--- src/hw/fetch_cfg.svh ---
`ifndef FETCH_CFG_SVH
`define FETCH_CFG_SVH

// PC, branch target and jump operand width
`define FETCH_ADDR_W 16

// Instruction memory size in 16-bit words
`define IMEM_DEPTH   256

// Opcode 00001 with all other fields zero
`define NOP_INSTR    16'h0800

`define LINK_REG     3'd7      // JAL and JALR write R7

`endif

--- src/hw/fetchPkg.sv ---
`include "fetch_cfg.svh"

package fetchPkg;

    typedef logic [`FETCH_ADDR_W-1:0] addr_t;   // Byte address, halfword aligned
    typedef logic [15:0]              instr_t;

    // Instruction bits 15..11
    typedef enum logic [4:0] {
        HALT  = 5'b00000,
        NOP   = 5'b00001,
        J     = 5'b00100,
        JR    = 5'b00101,
        JAL   = 5'b00110,
        JALR  = 5'b00111,
        ADDI  = 5'b01000,
        BEQZ  = 5'b01100,
        ST    = 5'b10000,
        LD    = 5'b10001,
        ALU_R = 5'b11011
    } opcode_t;

    // Which field names the register to write
    typedef enum logic [1:0] {
        DEST_RS   = 2'b00,  // Bits 10..8
        DEST_RD_R = 2'b01,  // Bits 4..2
        DEST_R7   = 2'b10,  // Link register
        DEST_RD_I = 2'b11   // Bits 7..5
    } destSel_t;

endpackage

--- src/hw/decodeCtrl.sv ---
`include "fetch_cfg.svh"

module decodeCtrl (
    input  logic             rst,
    input  fetchPkg::instr_t rawInstr,
    input  logic             insertNop,
    output fetchPkg::instr_t instrOut,
    output logic             regWrite,
    output logic [2:0]       writeRegAddr,
    output logic             memEnable,
    output logic             memWr,
    output logic             val2Reg,
    output logic             aluSel,
    output logic [2:0]       immSel,
    output logic [1:0]       linkReg,
    output logic             bFlag,
    output logic             jFlag,
    output logic             regJmp,
    output logic             halt,
    output logic             ctrlErr,
    output logic             usesRs,
    output logic             usesRt
);
    import fetchPkg::*;

    opcode_t  opcode;
    opcode_t  rawOp;
    destSel_t destSel;

    // Bubble while in reset and on a load-use stall
    assign instrOut = (rst || insertNop) ? instr_t'(`NOP_INSTR) : rawInstr;
    assign opcode   = opcode_t'(instrOut[15:11]);
    assign rawOp    = opcode_t'(rawInstr[15:11]);

    // immSel 001 is 5-bit signed, 010 is 8-bit signed, 100 is 11-bit displacement
    always_comb begin
        regWrite  = 1'b0;
        destSel   = DEST_RD_R;
        memEnable = 1'b0;
        memWr     = 1'b0;
        val2Reg   = 1'b0;
        aluSel    = 1'b0;
        immSel    = 3'b000;
        linkReg   = 2'b00;
        bFlag     = 1'b0;
        jFlag     = 1'b0;
        regJmp    = 1'b0;
        halt      = 1'b0;
        ctrlErr   = 1'b0;
        case (opcode)
            HALT: halt = 1'b1;
            NOP: ;
            J: begin
                jFlag  = 1'b1;
                immSel = 3'b100;
            end
            JR: begin
                regJmp = 1'b1;          // Target is rs plus imm
                immSel = 3'b010;
            end
            JAL: begin
                jFlag    = 1'b1;
                immSel   = 3'b100;
                regWrite = 1'b1;
                destSel  = DEST_R7;
                linkReg  = 2'b01;       // Write back PC+2
            end
            JALR: begin
                regJmp   = 1'b1;
                immSel   = 3'b010;
                regWrite = 1'b1;
                destSel  = DEST_R7;
                linkReg  = 2'b01;
            end
            ADDI: begin
                regWrite = 1'b1;
                destSel  = DEST_RD_I;
                aluSel   = 1'b1;        // Immediate operand
                immSel   = 3'b001;
            end
            BEQZ: begin
                bFlag  = 1'b1;
                immSel = 3'b010;
            end
            ST: begin
                memEnable = 1'b1;
                memWr     = 1'b1;
                aluSel    = 1'b1;
                immSel    = 3'b001;
            end
            LD: begin
                memEnable = 1'b1;
                regWrite  = 1'b1;
                destSel   = DEST_RD_I;
                val2Reg   = 1'b1;       // Memory data to register
                aluSel    = 1'b1;
                immSel    = 3'b001;
            end
            ALU_R: begin
                regWrite = 1'b1;
                destSel  = DEST_RD_R;
            end
            default: ctrlErr = 1'b1;
        endcase
    end

    always_comb begin
        case (destSel)
            DEST_RS:   writeRegAddr = instrOut[10:8];
            DEST_RD_R: writeRegAddr = instrOut[4:2];
            DEST_R7:   writeRegAddr = `LINK_REG;
            DEST_RD_I: writeRegAddr = instrOut[7:5];
            default:   writeRegAddr = instrOut[4:2];
        endcase
    end

    // Taken from the raw word so the hazard check never sees its own bubble
    always_comb begin
        usesRs = 1'b0;
        usesRt = 1'b0;
        case (rawOp)
            ADDI, BEQZ, LD, JR, JALR: usesRs = 1'b1;
            ST, ALU_R: begin
                usesRs = 1'b1;
                usesRt = 1'b1;
            end
            default: ;
        endcase
    end

endmodule

--- src/hw/fetchStage.sv ---
`include "fetch_cfg.svh"

module fetchStage (
    input  logic             clk,
    input  logic             rst,
    input  logic             loadEn,
    input  fetchPkg::addr_t  loadAddr,
    input  fetchPkg::instr_t loadData,
    input  logic             pcSel,
    input  fetchPkg::addr_t  brnchAddr,
    input  fetchPkg::addr_t  rs,
    input  fetchPkg::addr_t  imm,
    output fetchPkg::addr_t  pc,
    output fetchPkg::instr_t instrOut,
    output logic             regWrite,
    output logic [2:0]       writeRegAddr,
    output logic             memEnable,
    output logic             memWr,
    output logic             val2Reg,
    output logic             aluSel,
    output logic [2:0]       immSel,
    output logic [1:0]       linkReg,
    output logic             bFlag,
    output logic             jFlag,
    output logic             halt,
    output logic             ctrlErr
);
    import fetchPkg::*;

    instr_t rawInstr;
    logic   insertNop;
    logic   regJmp;
    logic   usesRs;
    logic   usesRt;

    progCounter pcReg (
        .clk       (clk),
        .rst       (rst),
        .pcSel     (pcSel),
        .brnchAddr (brnchAddr),
        .rs        (rs),
        .imm       (imm),
        .regJmp    (regJmp),
        .halt      (halt),
        .stall     (insertNop),     // Hold PC for the bubble
        .pc        (pc)
    );

    instrMem imem (
        .clk      (clk),
        .loadEn   (loadEn),
        .loadAddr (loadAddr),
        .loadData (loadData),
        .readAddr (pc[$clog2(`IMEM_DEPTH):1]),  // Word index
        .readData (rawInstr)
    );

    decodeCtrl decoder (
        .rst          (rst),
        .rawInstr     (rawInstr),
        .insertNop    (insertNop),
        .instrOut     (instrOut),
        .regWrite     (regWrite),
        .writeRegAddr (writeRegAddr),
        .memEnable    (memEnable),
        .memWr        (memWr),
        .val2Reg      (val2Reg),
        .aluSel       (aluSel),
        .immSel       (immSel),
        .linkReg      (linkReg),
        .bFlag        (bFlag),
        .jFlag        (jFlag),
        .regJmp       (regJmp),
        .halt         (halt),
        .ctrlErr      (ctrlErr),
        .usesRs       (usesRs),
        .usesRt       (usesRt)
    );

    hazardDetect hazard (
        .clk       (clk),
        .rst       (rst),
        .rawInstr  (rawInstr),
        .usesRs    (usesRs),
        .usesRt    (usesRt),
        .insertNop (insertNop)
    );

endmodule

--- src/hw/hazardDetect.sv ---
module hazardDetect (
    input  logic             clk,
    input  logic             rst,
    input  fetchPkg::instr_t rawInstr,
    input  logic             usesRs,
    input  logic             usesRt,
    output logic             insertNop
);
    import fetchPkg::*;

    opcode_t    rawOp;
    logic       loadIssue;
    logic       loadValid;
    logic [2:0] loadDest;
    logic       rsHit;
    logic       rtHit;

    assign rawOp = opcode_t'(rawInstr[15:11]);

    assign rsHit     = usesRs && (rawInstr[10:8] == loadDest);
    assign rtHit     = usesRt && (rawInstr[7:5] == loadDest);
    assign insertNop = loadValid && (rsHit || rtHit);

    // A stalled slot issues as NOP, so it never counts as a load
    assign loadIssue = !insertNop && (rawOp == LD);

    always_ff @(posedge clk) begin
        if (rst) begin
            loadValid <= 1'b0;
        end else begin
            loadValid <= loadIssue;     // Anything else clears the record
        end
    end

    always_ff @(posedge clk) begin
        if (loadIssue) begin
            loadDest <= rawInstr[7:5];  // Rd-I field of LD
        end
    end

endmodule

--- src/hw/instrMem.sv ---
`include "fetch_cfg.svh"

module instrMem (
    input  logic                           clk,
    input  logic                           loadEn,
    input  logic [`FETCH_ADDR_W-1:0]       loadAddr,
    input  logic [15:0]                    loadData,
    input  logic [$clog2(`IMEM_DEPTH)-1:0] readAddr,
    output logic [15:0]                    readData
);
    localparam int idxWidth = $clog2(`IMEM_DEPTH);

    logic [15:0] mem [`IMEM_DEPTH];

    // Word index, one word per strobe
    always_ff @(posedge clk) begin
        if (loadEn) begin
            mem[loadAddr[idxWidth-1:0]] <= loadData;
        end
    end

    assign readData = mem[readAddr];    // Same-cycle read for fetch

    // Upper address bits are dropped on write
    loadInRange: assert property (@(posedge clk) loadEn |-> (loadAddr < `IMEM_DEPTH))
        else $error("load address %h beyond memory", loadAddr);

endmodule

--- src/hw/progCounter.sv ---
module progCounter (
    input  logic            clk,
    input  logic            rst,
    input  logic            pcSel,
    input  fetchPkg::addr_t brnchAddr,
    input  fetchPkg::addr_t rs,
    input  fetchPkg::addr_t imm,
    input  logic            regJmp,
    input  logic            halt,
    input  logic            stall,
    output fetchPkg::addr_t pc
);
    import fetchPkg::*;

    addr_t nextPc;
    addr_t seqPc;
    addr_t jmpPc;

    assign seqPc = pc + addr_t'(2);     // Next halfword
    assign jmpPc = rs + imm;            // JR / JALR target

    // A redirect from later stages overrides a local stall
    always_comb begin
        if (pcSel) begin
            nextPc = brnchAddr;
        end else if (stall) begin
            nextPc = pc;                // Load-use bubble
        end else if (halt) begin
            nextPc = pc;
        end else if (regJmp) begin
            nextPc = jmpPc;
        end else begin
            nextPc = seqPc;
        end
    end

    always_ff @(posedge clk) begin
        if (rst) begin
            pc <= '0;
        end else begin
            pc <= nextPc;
        end
    end

    // Targets come from outside this stage and must stay aligned as well
    pcEven: assert property (@(posedge clk) disable iff (rst) pc[0] == 1'b0)
        else $error("pc is odd: %h", pc);

endmodule

--- config.mk ---
export PLATFORM = sky130hd
export DESIGN_NAME = fetchStage
export DESIGN_NICKNAME = d
export VERILOG_FILES = /design/src/hw/fetchPkg.sv /design/src/hw/decodeCtrl.sv /design/src/hw/fetchStage.sv /design/src/hw/hazardDetect.sv /design/src/hw/instrMem.sv /design/src/hw/progCounter.sv
export VERILOG_INCLUDE_DIRS = /design/src /design/src/hw
export SDC_FILE = /design/constraint.sdc
export NUM_CORES = 2
export LEC_CHECK = 0
export BUFFER_PORTS_ARGS = -buffer_cell sky130_fd_sc_hd__buf_2
export CAP_MARGIN = 10
export CORE_MARGIN = 2
export CORE_UTILIZATION = 58
export CTS_CLUSTER_DIAMETER = 120
export DETAILED_ROUTE_END_ITERATION = 10
export PLACE_DENSITY = 0.74
export SYNTH_ARGS = -nofsm -noshare
export SYNTH_HDL_FRONTEND = slang
export SYNTH_SLANG_ARGS = --single-unit
--- constraint.sdc ---
create_clock -name clk -period 11.7 [get_ports clk]
set_input_delay 0.585 -clock clk [delete_from_list [all_inputs] [get_ports clk]]
set_output_delay 0.585 -clock clk [all_outputs]
set_load 0.05 [all_outputs]
==> impl_metrics.toml <==
[critical_path]
worst-path-max-fanout = 103
ff2ff_path_depth = 15
r2r_slack_ns = 4.06
crit_type = "reg -> out"
worstSetupStartpointType = "flip-flop"
cp.arrival_ns = 8.45
endpoint_kind = "output pin"
critPathRequiredTime_ns = 11.12

[routing]
via_per_inst = 6.79
post_drt_wl_per_cell_um = 35.1
drt_pass1_iterations = 6
route.vias.total = 78500
drt_wl_total_um = 406000
drc = 0
ant_nets = 0
drtIter0Drc = 11800

[layout]
nets = 7625
layout-area-overhead-vs-synth_pct = 11.8
register_area_um2 = 124000
layout_common_cells = "edfxtp_1, mux4_2, clkbuf_16"
stdcell_area_um2 = 179000
multi_input_area_um2 = 34500
final_common_cell = "edfxtp_1"
n_fill_cell = 17300
drive_above_1_share = 0.294
fin_util = 0.650

[synth]
seq_area_frac_synth = 0.771
synth_compound_area_frac = 0.0201
yosysTopAreaCellShare = 0.768
synth_edf_count = 4099
ys_types = 88
synth_top_area_cell = "edfxtp_1"
synth_top_family_by_area = "multiplexers"
synthMuxAreaShare = 0.170
avgSynthCellArea_um2 = 22.8
synth_cells = 7041
synthSimpleGateAreaFrac = 0.0199
syn-num-nets = 7142
ys_async_sr_fraction = 0
ys_warn_count = 0
synthAdderAreaFrac = 0.00137
ys_ff_latch = 4124
netlist_area_um2 = 160000
netlist_top_cells_area = "edfxtp_1, mux4_2, mux2i_1, nor2_1, clkbuf_1"
synth_flop_cell = "edfxtp_1"
synth-xor-area-share = 0.00213

[timing]
period_needed_ns = 9.04
grt_setup_unrepaired = "false"
setup_viol = 0
hold_viol = 0
fin_crit_sh = 0.772
worst_pin_slew_ns = 1.26
drv_slew = 0
fmax_ghz = 0.111
tns_ns = 0
whs_ns = 0.0564
fin_skew_ns = 0.0433
slew_headroom = 0.137

[clock_tree]
cts_root_buffer = "clkbuf_16"
cts.clk_slew.worst_paths_ns = 0.06
cts_made_buffers = 401
insertion_delay_ns = 0.93
cts_buffer_depth = 4
htreeDepth = 5
tritoncts = "done"
cts.sinks = 4124
post_cts_buffers = 0

[grt]
grt_overflow = 0
grt_first_pass_wirelength_um = 572000
antenna_found_initial = 24
grt_max_degree = 177
grt_usage = 0.289
grt_pass1_vias = 77500

[floorplan]
die_h_um = 530
die_w_um = 530
coreArea_um2 = 276000
dieArea_um2 = 281000
start_util = 0.581
rows = 193
ios = 133

[placement]
routabilityCongestion = 0.930
io_buffers = 123
hpwl_um = 234000
placed_area_um2 = 166000

[power]
p_leak_nw = 55.0
peakVddDrop_mv = 0.172
power_mw = 31.8
p_per_area_nw_per_um2 = 177

[min_path]
min_path_type = "in -> reg"
min_path_cells = 3
hp-start = "brnchAddr[13]"
hold_path_end = "pcReg.pc[13]"

[status]
outcome = "complete, no violations"

[flow_run]
max-cap-violations = 0
cells in the mapped netlist, types with 16 or more instances:
cell      instances
buf_1            21
mux2i_1         159
edfxtp_1       4099
clkbuf_1        168
dfxtp_1          25
nand2b_1         18
xnor2_1          26
o22ai_1          56
and3_1           18
buf_6            45
mux2_2           38
nand4_1          20
a221oi_1         41
buf_4            58
inv_1            21
o21ai_0          20
ha_1             16
nand3_1          52
a22o_1           34
a21oi_1          62
a211oi_1         22
mux4_2         1119
nor2b_1          36
a22oi_1          79
nand2_1          93
buf_2            85
nor2_1          366
nor3_1           29
power breakdown:
part	internal, mW	total (mW)	leakage (nW)	switching [mW]
Clock	7.18	12.6	6.20	5.39
Combinational	1.06	2.84	11.8	1.78
Sequential	16.3	16.4	37.0	0.0658
registers in the layout, summed over array words and instances, names as in the netlist, named ones only:
register          cells
hazard.loadDest       3
hazard.loadValid      1
imem.mem           4096
pcReg.pc             16
cell families after synthesis:
kind of cell | Yosys count
AOI/OAI and AO/OA | 425
xor gates and xnor gates | 39
adders and majority gates | 17
buffers and inverters | 420
DFF | 4124
muxes | 1317
other | 1
and+or+nand+nor | 698
routing by layer:
layer / track usage / wire length (um) / up-vias
li1: - / - / 31000
met1: 0.399 / 144000 / 41400
met2: 0.454 / 195000 / 5185
met3: 0.0682 / 47900 / 921
met4: 0.114 / 18100 / 14
met5: 0.00308 / 193 / -
metrics by stage:
stage          worst slack (ns)  std cells
2_1_floorplan              5.25       7041
3_3_place_gp               3.98      10800
3_5_place_dp               3.94      10800
4_1_cts                    2.92      11500
5_1_grt                    2.67      11500
6_report                   2.66      11600
worst max-delay path by stage:
stage,slack (ns),end,start,cells past startpoint
finish,2.66,ctrlErr,flip-flop,15
global placement,3.98,ctrlErr,flip-flop,15
detailed placement,3.94,ctrlErr,flip-flop,15
floorplan,5.25,ctrlErr,flip-flop,15
CTS,2.92,ctrlErr,flip-flop,15
global route,2.67,ctrlErr,flip-flop,15
repair_timing:
item / CTS / global route
endpoints found under the hold margin: 7 / 0
hold buffers: 6 / 0
resized for setup: 0 / 0
worst max-delay path: stages, from the launching register on:
cell and delay [ns]:
dfxtp_4 0.92, buf_12 0.54, mux4_2 0.35, mux2i_1 0.12, a2111oi_0 0.71, buf_4 0.26, nand4_1 0.22, o211ai_1 1.02
o311a_1 0.45, or3_1 0.31, a21oi_1 0.19, o2111ai_4 0.20, buf_4 0.26, nand2_4 0.28, a2111oi_0 1.07, buf_2 0.43
layout make-up:
class | instances | share of cell area
Antenna cell | 11 | 0.000154
Clock buffer | 494 | 0.0592
Clock inverter | 226 | 0.0115
Inverter | 21 | 0.000440
Multi-Input combinational cell | 2497 | 0.192
Sequential cell | 4124 | 0.690
Tap cell | 3705 | 0.0259
Timing Repair Buffer | 479 | 0.0206
No activity file was read; power rests on OpenSTA's default activity.
